## src/verilog/gba_load_cfg.svh

```systemverilog
/*
 * Loader configuration for the cartridge and BIOS download front end.
 * Bus widths, ROM placement in external memory, FIFO sizing, flash signature.
 */

`ifndef GBA_LOAD_CFG_SVH
`define GBA_LOAD_CFG_SVH

// ==========================================================================
// Host download bus
// ==========================================================================
`define GBA_IOCTL_AW      27               // Host byte address
`define GBA_IOCTL_DW      16               // Host data word

// ==========================================================================
// Targets
// ==========================================================================
`define GBA_BIOS_AW       12               // BIOS RAM 32-bit word address
`define GBA_MEM_AW        26               // External memory halfword address
`define GBA_ROM_START_HW  393216           // ROM region, halfword units

// Cartridge write buffering
`define GBA_FIFO_DEPTH    8
`define GBA_FIFO_WAIT_LVL (`GBA_FIFO_DEPTH - 2) // Leaves room for in-flight writes

// Save type marker searched for in the cartridge image
`define GBA_FLASH1M_SIG   "FLASH1M_V"

`endif
```

## src/verilog/gba_load_pkg.sv

```systemverilog
/*
 * Shared types for the download front end.
 * Host beat, BIOS RAM write, cartridge info and external memory write.
 */

`include "gba_load_cfg.svh"

package gba_load_pkg;

	// One beat of the host download stream
	typedef struct packed {
		logic                       download;  // Download in progress
		logic [7:0]                 index;     // File slot, top bits carry cart type
		logic [`GBA_IOCTL_AW-1:0]   addr;      // Byte address
		logic [`GBA_IOCTL_DW-1:0]   data;      // Low byte comes first in the image
		logic                       wr;        // Write strobe
	} ioctl_t;

	// BIOS RAM write, two host halfwords packed into one word
	typedef struct packed {
		logic                       wr;
		logic [`GBA_BIOS_AW-1:0]    addr;
		logic [2*`GBA_IOCTL_DW-1:0] data;      // Odd halfword on top
	} bios_wr_t;

	// Facts learned about the cartridge while it streams in
	typedef struct packed {
		logic                       flash_1m;  // Signature seen in the image
		logic [1:0]                 cart_type; // From index bits 7:6
		logic [`GBA_IOCTL_AW-1:0]   last_addr; // Address of final beat
	} cart_info_t;

	// Pending external memory write
	typedef struct packed {
		logic [`GBA_MEM_AW-1:0]     addr;      // Halfword address
		logic [`GBA_IOCTL_DW-1:0]   data;
	} mem_wr_t;

endpackage

```

## src/verilog/gba_loader_top.sv

```systemverilog
/*
 * Loader top. Download decoder feeds the cartridge write FIFO, which the
 * memory write port drains into external memory.
 */

`timescale 1ns/10ps

module gba_loader_top
	import gba_load_pkg::*;
(
	input  logic       clk_sys,
	input  logic       reset,
	input  ioctl_t     ioctl,
	input  logic       mem_ready,
	output logic       ioctl_wait,
	output bios_wr_t   bios,
	output cart_info_t cart_info,
	output logic       mem_req,
	output mem_wr_t    mem_cmd
);

	logic    push;                            // Decoder to FIFO
	mem_wr_t push_data;
	logic    pop;                             // FIFO to write port
	mem_wr_t pop_data;
	logic    empty;

	download_decoder download_decoder_i (
		.clk_sys   (clk_sys),
		.reset     (reset),
		.ioctl     (ioctl),
		.bios      (bios),
		.cart_info (cart_info),
		.push      (push),
		.push_data (push_data)
	);

	cart_write_fifo cart_write_fifo_i (
		.clk_sys   (clk_sys),
		.reset     (reset),
		.push      (push),
		.push_data (push_data),
		.pop       (pop),
		.pop_data  (pop_data),
		.empty     (empty),
		.wait_host (ioctl_wait)                  // Back-pressure straight to host
	);

	mem_write_port mem_write_port_i (
		.clk_sys   (clk_sys),
		.reset     (reset),
		.pop_data  (pop_data),
		.empty     (empty),
		.mem_ready (mem_ready),
		.pop       (pop),
		.mem_req   (mem_req),
		.mem_cmd   (mem_cmd)
	);

endmodule

```

## src/verilog/mem_write_port.sv

```systemverilog
/*
 * Memory write port. Takes one FIFO entry at a time and writes it to
 * external memory with a request pulse, then waits for the ready pulse.
 */

`timescale 1ns/10ps

module mem_write_port
	import gba_load_pkg::*;
(
	input  logic    clk_sys,
	input  logic    reset,
	input  mem_wr_t pop_data,
	input  logic    empty,
	input  logic    mem_ready,
	output logic    pop,
	output logic    mem_req,
	output mem_wr_t mem_cmd
);

	typedef enum logic {
		ST_IDLE,
		ST_BUSY                               // Request out, ready pending
	} state_t;

	state_t state;

	// Head is taken in the same cycle it is captured
	assign pop = (state == ST_IDLE) & ~empty;

	// ======================================================================
	// Handshake FSM
	// ======================================================================
	always_ff @(posedge clk_sys) begin
		if (reset) begin
			state   <= ST_IDLE;
			mem_req <= 1'b0;
		end else begin
			mem_req <= 1'b0;                       // One cycle pulse
			case (state)
				ST_IDLE: if (pop) begin
					mem_req <= 1'b1;
					state   <= ST_BUSY;
				end
				ST_BUSY: if (mem_ready)
					state <= ST_IDLE;                 // Next entry may go out now
				default: state <= ST_IDLE;
			endcase
		end
	end

	// Command stays put until the memory answers
	always_ff @(posedge clk_sys) begin
		if (pop)
			mem_cmd <= pop_data;
	end

endmodule

```

## src/verilog/cart_write_fifo.sv

```systemverilog
/*
 * Cartridge write FIFO. Holds memory writes in host order and raises
 * host wait early enough that writes already in flight still fit.
 */

`timescale 1ns/10ps
`include "gba_load_cfg.svh"

module cart_write_fifo
	import gba_load_pkg::*;
(
	input  logic    clk_sys,
	input  logic    reset,
	input  logic    push,
	input  mem_wr_t push_data,
	input  logic    pop,
	output mem_wr_t pop_data,
	output logic    empty,
	output logic    wait_host
);

	localparam int DEPTH = `GBA_FIFO_DEPTH;
	localparam int PW    = $clog2(DEPTH);     // Pointer width for a power of two depth
	localparam int CW    = $clog2(DEPTH + 1);

	mem_wr_t         mem [DEPTH];
	logic [PW-1:0]   wr_ptr, rd_ptr;
	logic [CW-1:0]   count, count_next;
	logic            do_push, do_pop;

	assign do_push = push & (count != CW'(DEPTH)); // Push ignored when full
	assign do_pop  = pop & ~empty;

	always_comb begin
		count_next = count;
		case ({do_push, do_pop})
			2'b10:   count_next = count + 1'b1;
			2'b01:   count_next = count - 1'b1;
			default: count_next = count;           // Both or neither
		endcase
	end

	always_ff @(posedge clk_sys) begin
		if (reset) begin
			wr_ptr    <= '0;
			rd_ptr    <= '0;
			count     <= '0;
			wait_host <= 1'b0;
		end else begin
			if (do_push) wr_ptr <= wr_ptr + 1'b1;
			if (do_pop)  rd_ptr <= rd_ptr + 1'b1;
			count     <= count_next;
			wait_host <= count_next >= CW'(`GBA_FIFO_WAIT_LVL); // Tracks fill level
		end
	end

	always_ff @(posedge clk_sys) begin
		if (do_push)
			mem[wr_ptr] <= push_data;
	end

	assign pop_data = mem[rd_ptr];           // Show-ahead head entry
	assign empty    = (count == '0);

endmodule

```

## src/verilog/download_decoder.sv

```systemverilog
/*
 * Download decoder. Classifies host downloads by index, packs BIOS
 * halfwords into word writes, scans cartridge data for the flash signature
 * and pushes cartridge halfwords toward external memory.
 */

`timescale 1ns/10ps
`include "gba_load_cfg.svh"

module download_decoder
	import gba_load_pkg::*;
(
	input  logic       clk_sys,
	input  logic       reset,
	input  ioctl_t     ioctl,
	output bios_wr_t   bios,
	output cart_info_t cart_info,
	output logic       push,
	output mem_wr_t    push_data
);

	localparam int unsigned ROM_START_INT = `GBA_ROM_START_HW;
	localparam logic [`GBA_MEM_AW-1:0] ROM_START = ROM_START_INT[`GBA_MEM_AW-1:0];
	localparam logic [71:0] FLASH_SIG = `GBA_FLASH1M_SIG; // Nine bytes

	logic bios_dl, cart_dl, cart_dl_d;      // Registered download class
	logic cart_start, cart_end, cart_wr;

	logic                       bios_wr;
	logic [`GBA_BIOS_AW-1:0]    bios_addr;
	logic [2*`GBA_IOCTL_DW-1:0] bios_data;

	logic                       flash_1m;
	logic [1:0]                 cart_type;
	logic [`GBA_IOCTL_AW-1:0]   last_addr;

	logic [63:0]                str;        // Last eight image bytes with the newest lowest
	logic [63:0]                hist;       // History as seen by this beat
	logic [`GBA_MEM_AW-1:0]     push_addr;
	logic [`GBA_IOCTL_DW-1:0]   push_dat;

	// ======================================================================
	// Download classification
	// ======================================================================
	always_ff @(posedge clk_sys) begin
		if (reset) begin
			bios_dl   <= 1'b0;
			cart_dl   <= 1'b0;
			cart_dl_d <= 1'b0;
		end else begin
			bios_dl   <= ioctl.download & (ioctl.index == 8'd0);
			cart_dl   <= ioctl.download & (|ioctl.index) & ~(&ioctl.index); // All ones is codes
			cart_dl_d <= cart_dl;
		end
	end

	assign cart_start = cart_dl & ~cart_dl_d;
	assign cart_end   = cart_dl_d & ~cart_dl;
	assign cart_wr    = cart_dl & ioctl.wr;

	// ======================================================================
	// BIOS packing
	// ======================================================================
	always_ff @(posedge clk_sys) begin
		if (reset)
			bios_wr <= 1'b0;
		else
			bios_wr <= bios_dl & ioctl.wr & ioctl.addr[1]; // Odd halfword closes the word
	end

	always_ff @(posedge clk_sys) begin
		if (bios_dl && ioctl.wr) begin
			if (!ioctl.addr[1]) begin
				bios_data[15:0] <= ioctl.data;      // Held until the odd half
			end else begin
				bios_data[31:16] <= ioctl.data;
				bios_addr        <= ioctl.addr[13:2];
			end
		end
	end

	assign bios = '{wr: bios_wr, addr: bios_addr, data: bios_data};

	// ======================================================================
	// Cartridge info and signature scan
	// ======================================================================
	// A fresh download must not match across the previous image's tail
	always_comb begin
		hist = cart_start ? '0 : str;
	end

	always_ff @(posedge clk_sys) begin
		if (reset) begin
			flash_1m  <= 1'b0;
			cart_type <= 2'd0;
			last_addr <= '0;
		end else begin
			if (cart_start) begin
				flash_1m  <= 1'b0;
				cart_type <= ioctl.index[7:6];
			end
			if (cart_end)
				last_addr <= ioctl.addr;         // Host still holds final address
			if (cart_wr) begin
				if ({hist, ioctl.data[7:0]} == FLASH_SIG)
					flash_1m <= 1'b1;                // Ends on low byte
				if ({hist[55:0], ioctl.data[7:0], ioctl.data[15:8]} == FLASH_SIG)
					flash_1m <= 1'b1;                // Ends on high byte
			end
		end
	end

	always_ff @(posedge clk_sys) begin
		if (cart_wr)
			str <= {hist[47:0], ioctl.data[7:0], ioctl.data[15:8]};
		else if (cart_start)
			str <= '0;                           // First beat may come later
	end

	assign cart_info = '{flash_1m: flash_1m, cart_type: cart_type, last_addr: last_addr};

	// ======================================================================
	// Cartridge memory writes
	// ======================================================================
	always_ff @(posedge clk_sys) begin
		if (reset)
			push <= 1'b0;
		else
			push <= cart_wr;                      // One cycle behind host write
	end

	always_ff @(posedge clk_sys) begin
		if (cart_wr) begin
			push_addr <= ioctl.addr[`GBA_IOCTL_AW-1:1] + ROM_START; // Byte to halfword
			push_dat  <= ioctl.data;
		end
	end

	assign push_data = '{addr: push_addr, data: push_dat};

endmodule

```

## config.mk

```make
export PLATFORM = sky130hd
export DESIGN_NAME = gba_loader_top
export DESIGN_NICKNAME = d
export VERILOG_FILES = /design/src/verilog/gba_load_pkg.sv /design/src/verilog/gba_loader_top.sv /design/src/verilog/mem_write_port.sv /design/src/verilog/cart_write_fifo.sv /design/src/verilog/download_decoder.sv
export VERILOG_INCLUDE_DIRS = /design/src /design/src/verilog
export SDC_FILE = /design/constraint.sdc
export NUM_CORES = 1
export LEC_CHECK = 0
export ABC_AREA = 1
export BUFFER_PORTS_ARGS = -buffer_cell sky130_fd_sc_hd__buf_2
export CAP_MARGIN = 5
export CORE_ASPECT_RATIO = 1.25
export CORE_MARGIN = 1
export CORE_UTILIZATION = 55
export CTS_BUF_LIST = sky130_fd_sc_hd__clkbuf_8
export CTS_CLUSTER_SIZE = 20
export DETAILED_ROUTE_END_ITERATION = 8
export PLACE_DENSITY = 0.8
export SLEW_MARGIN = 0
export SYNTH_ARGS = -nofsm -noshare
export SYNTH_HDL_FRONTEND = slang
export SYNTH_SLANG_ARGS = --single-unit
```

## constraint.sdc

```tcl
create_clock -name clk_sys -period 6 [get_ports clk_sys]
set_clock_uncertainty 0.2 [all_clocks]
set_input_delay 0.6 -clock clk_sys [delete_from_list [all_inputs] [get_ports clk_sys]]
set_output_delay 0.6 -clock clk_sys [all_outputs]
set_load 0.1 [all_outputs]
```

# Word level (Yosys, flattened, before mapping)

Memories as Yosys holds them, arrays and structs flattened. A register that Yosys moved wholly into a read port is not among the register bits.
Cells that the tools add are included.

Flip-flop bits (word level): 198
RAM bits: 336
Bits of input ports: 56
Output and inout bits: 119
Logic and storage cells: 69
Memories kept: 1

Memories:

| name                  | depth | bits a word | rd ports | clocked after Yosys merged registers in | write ports | RTL line              | RTL |
|---|---|---|---|---|---|---|---|
| cart_write_fifo_i.mem | 8     | 42          | 1        | 1                                       | 1           | cart_write_fifo.sv:26 | `mem_wr_t mem [DEPTH];` |

Add/subtract/negate cells: 5
$lt $le $gt $ge: 1
Equal/unequal tests: 5
Muxes and demuxes: 12
Bitwise operators: 17
Reductions and logical operators: 8

Operators by type and width:

| cell                                                              | number |
|---|---|
| equality test 72 x 71 -> 1 bit, second input constant             | 2 |
| two-way mux 64 bit                                                | 2 |
| adder 26 x 19 -> 26 bit, second input constant                    | 1 |
| bitwise AND 1 bit                                                 | 11 |
| zero test 8 bit                                                   | 1 |
| two-way mux 1 bit                                                 | 8 |
| case mux 4 bit (2 select lines)                                   | 1 |
| AND reduction 8 bit                                               | 1 |
| OR reduction 8 bit                                                | 1 |
| adder 3 x 1 -> 3 bit, second input constant                       | 2 |
| NOT 1 bit                                                         | 6 |
| adder 4 x 1 -> 4 bit, second input constant                       | 1 |
| greater-or-equal comparator 4 x 3 -> 1 bit, second input constant | 1 |
| zero test 4 bit                                                   | 1 |
| != test 4 bit, second input constant                              | 1 |
| AND reduction 2 bit                                               | 2 |
| subtractor 4 x 1 -> 4 bit, second input constant                  | 1 |
| equality test 2 x 1 -> 1 bit, second input constant               | 1 |
| equality test 2 bit, second input constant                        | 1 |
| case mux 1 bit (2 select lines)                                   | 1 |
| OR reduction 2 bit                                                | 1 |
| logical AND 1 bit                                                 | 1 |

# Logic depth before layout (Yosys ltp)

Word-level depth: 7
Gate-level depth with buffers: 16
Depth with buffers taken out: 16

# By module

From an unflattened synthesis, not the netlist that was laid out.

Cells, all modules: 1716
Area, all modules: 21810.9 um^2

Modules (own cells, without submodules):

| module           | times used | cells each | area each (um^2) | seq. area each (um^2) |
|---|---|---|---|---|
| cart_write_fifo  | 1          | 1001       | 13756.9          | 10369.9 |
| download_decoder | 1          | 664        | 6717.7           | 4564.4 |
| mem_write_port   | 1          | 51         | 1336.3           | 1301.2 |

# Least setup slack after synthesis

OpenSTA, ideal clock, no wires.

Path type: input to register
From: input ioctl[18] in the netlist's numbering
To: register download_decoder_i.bios_addr[0] (enable)
Setup time: 0.448 ns
Arrival time: 2.622 ns
Required time: 5.352 ns
Setup slack: 2.730 ns
Stages on the path: 2
Buffers on the path: 0
Cell sequence: inv_1 > nor3_1

Longest elaborated chain between the ends: 1

RTL lines:

| element                       | RTL line               | RTL |
|---|---|---|
| from (decl)                   | gba_loader_top.sv:13   | `input ioctl_t ioctl,` |
| AND reduction 2 bit (no line) | -                      |  |
| to (signal assigned)          | download_decoder.sv:77 | `bios_addr <= ioctl.addr[13:2];` |
| to (decl)                     | download_decoder.sv:30 | `` logic [`GBA_BIOS_AW-1:0] bios_addr; `` |

No other way between the ends.
A chain may end at the register's enable or synchronous reset.

==> key figures <==
Die
  – Die extent in y: roughly 220 um
  – Core area: between 0.03 and 0.04 sq mm
  – Die area: 0.0397 sq mm
  – Die width: 179 um
  – Initial Util: 56.0%
  – Num ports: 175
  – Site row count: 80

Critical path
  – Critical Path Source Type: register
  – Max FO, Critical Path: 120
  – Required @ worst endpoint: around 6.2 ns
  – Reg2reg setup slack: 2.77 ns
  – Worst Path Arrival: roughly 3.4 ns
  – Crit path kind: register to register
  – Critical path capture point type: register

Place
  – Pre-CTS setup slack: 2.67 ns
  – Placed cell area: between 0.02 and 0.025 sq mm
  – Gp weighted congestion: around 0.94
  – Port buffer count: about 170
  – Hpwl dp: 27200 um
  – Placed insts: 2329

Layout
  – Post-route cell area: 0.0247 sq mm
  – Layout fillers: 2677
  – Synthesis-to-layout area growth: 15.5%
  – Layout cell share with drive strength beyond 1: 16.6%
  – Commonest cells after routing, fill and taps aside: edfxtp_1 (464), nor2_1 (361), o21ai_0 (234)
  – Multi-input combinational cell area: ~0.0046 sq mm
  – Commonest non-fill, non-tap cell in the layout: edfxtp_1
  – Register area: 0.0162 sq mm
  – NumNets Final: 2009
  – Finished Layout Cells: 2510

Outcome
  – Status: finished clean

Power
  – Sw power: roughly 3.9 mW
  – Sw Ratio: 36.0%
  – Int Power: between 6 and 7 mW
  – PwrDens: 436 mW/mm^2
  – Max IR drop VDD: approximately 0.00027 V
  – Logic pwr share: 25.8%
  – Sequential Power Share: 44.5%
  – Clk pwr share: around 30%
  – Static Leakage: 8.73 nW

Timing
  – Fin. Hold Viols: 0
  – Crit share post-route: 53.8%
  – Normalized max-slew margin: 18.9%
  – Setup_tns: 0 ns
  – Final setup violation count: 0
  – Final worst setup slack: 2.77 ns
  – Least-Margin Pin Slew: 1.22 ns
  – Peak Freq: between 0.3 and 0.4 GHz
  – Min Tclk post-route: 3.23 ns
  – Max-slew violation count: 0
  – RSZ-0062 raised after global routing: no

Global routing
  – Largest net degree at the start of global routing: approximately 120
  – First-pass GRT wire length: 74100 um
  – Initial antenna violation count: 0
  – Vias in the first global route: 14.3k
  – GRT Total Usage: 24.8%
  – Grt ovf: 0

Drt
  – Initial DRC count: 1371
  – Avg WL per Cell: 19.4 um
  – Mean number of vias per cell: 5.66
  – First-pass iteration count of the detailed router: 6
  – Vias: 14.2k
  – Total wire length: 48700 um
  – Final antenna-violating net count: 0
  – DRC: 0

Logic synthesis
  – Cell variety after synth: 30
  – Synth Register Bits: 576
  – Yosys warnings: 0
  – Post-Syn Nets: about 1.8k
  – Largest area contributor in the netlist: edfxtp_1
  – Syn_area_per_cell: 12.3 sq um
  – Syn Inst Count: 1742
  – Top-area cell type share of the netlist area: 65.1%
  – Main area contributors after synthesis: edfxtp_1 (65%), dfxtp_1 (10%), nor2_1 (6.5%)
  – Mapped cell area: 0.0214 sq mm
  – Sequential cell area fraction in the yosys report: 75.5%

Hold path
  – Hold crit path type: input pin to register

Clock network
  – Setup bufs post-CTS: 0
  – Clock sinks: 576
  – CTS tree: yes
  – Clk buf depth: 3
  – Clock Pin Slew Worst Setup and Hold Paths: 0.07 ns
  – # resized after CTS: 0
  – Worst skew pair latency: 0.66 ns
  – CTS root buf: clkbuf_8
  – H-tree depth: 3
  – Total CTS buffers: about 80

Job
  – Max_cap viols: 0
timing repair:
item	4_1_cts	5_1_grt
endpoints found under the hold margin	51	0
endpoints found under the setup margin	0	0
hold buffers	27	0
metrics by stage:
stage	power (mW)	util, %	hold slack [ns]
global route	11.2	64.7	0.0221
CTS	10.8	64.7	0.00755
global placement	7.56	59.4	0.242
finish	10.8	64.7	0.0496
detailed placement	7.64	59.4	0.255
floorplan	7.06	-	0.230
worst max-delay path: stages, from the launching register on:
cell     delay, ns
dfxtp_4       0.55
inv_4         0.79
buf_4         0.56
o21ai_0       0.17
o22ai_1       0.19
nor2_1        0.07
a31oi_1       0.26
synthesized netlist by cell type:
master / n
edfxtp_1: 464
nor2_1: 370
o21ai_0: 234
nand2_1: 173
dfxtp_1: 112
inv_1: 70
clkbuf_1: 64
a31oi_1: 42
o22ai_1: 42
a21oi_1: 34
nand3_1: 33
buf_2: 20
nor3_1: 16
nand4_1: 11
a211oi_1: 8
buf_1: 8
xnor2_1: 6
ha_1: 5
nor4_1: 5
buf_4: 4
nand3b_1: 4
nor3b_1: 4
inv_2: 3
xor2_1: 3
nand2_2: 2
a21oi_2: 1
buf_6: 1
nor2_2: 1
nor2_4: 1
o21ai_1: 1
worst paths after layout:
| kind | startpoint | endpoint | cells past startpoint |
|---|---|---|---|
| worst max-delay path | cart_write_fifo_i.rd_ptr[0]$_SDFFE_PP0P_ | mem_write_port_i.mem_cmd[31]$_DFFE_PP_ | 6 |
| worst min-delay path | ioctl[12] | download_decoder_i.push_dat[11]$_DFFE_PP_ | 1 |
| worst max register to register | cart_write_fifo_i.rd_ptr[0]$_SDFFE_PP0P_ | mem_write_port_i.mem_cmd[31]$_DFFE_PP_ | 6 |
| worst min register to register | download_decoder_i.last_addr[16]$_SDFFE_PP0P_ | download_decoder_i.last_addr[16]$_SDFFE_PP0P_ | 2 |
sequential cells by signal, summed over array words and instances, names as in the netlist:
signal,flops
download_decoder_i.bios_wr,1
download_decoder_i.push_addr,26
download_decoder_i.push_dat,16
mem_write_port_i.state,1
download_decoder_i.last_addr,27
cart_write_fifo_i.wr_ptr,3
mem_write_port_i.mem_req,1
download_decoder_i.cart_type,2
cart_write_fifo_i.mem,336
cart_write_fifo_i.rd_ptr,3
download_decoder_i.bios_dl,1
download_decoder_i.push,1
download_decoder_i.cart_dl,1
download_decoder_i.bios_addr,12
mem_write_port_i.mem_cmd,42
download_decoder_i.bios_data,32
cart_write_fifo_i.count,4
download_decoder_i.str,64
cart_write_fifo_i.wait_host,1
download_decoder_i.cart_dl_d,1
download_decoder_i.flash_1m,1
cells by family after synthesis:
kind of cell | share of synthesized area [%]
XOR/XNOR | 0.368
AO/OA/AOI/OAI | 9.06
buffers and inverters | 3.20
AND/OR/NAND/NOR | 11.5
flip-flops | 75.5
adder cells (fa/ha/maj) | 0.292
routing by layer:
metal / wire length (um) / GRT usage [%] / vias up
li1: - / - / 6591
met1: 17800 / 29.6 / 6826
met2: 24900 / 42.4 / 673
met3: 4130 / 4.71 / 121
met4: 1940 / 13.0 / 0
met5: 0 / 0 / -
power groups by stage:
stage | clock network [mW] | registers, mW | logic (mW)
floorplan | 0 | 6.00 | 1.06
global placement | 0 | 4.89 | 2.68
detailed placement | 0 | 4.89 | 2.76
CTS | 3.23 | 4.80 | 2.78
global route | 3.39 | 4.83 | 2.97
finish | 3.20 | 4.80 | 2.78
final cells by class:
class                      count  area share, %
sequential                   576           65.4
multi-input combinational    996           18.8
clock buffer                  93           5.18
timing repair buffer         219           5.16
tap                          492           2.49
clock inverter                60           1.83
inverter                      73           1.12
antenna                        1         0.0101
Power figures use the tool's default switching activity.
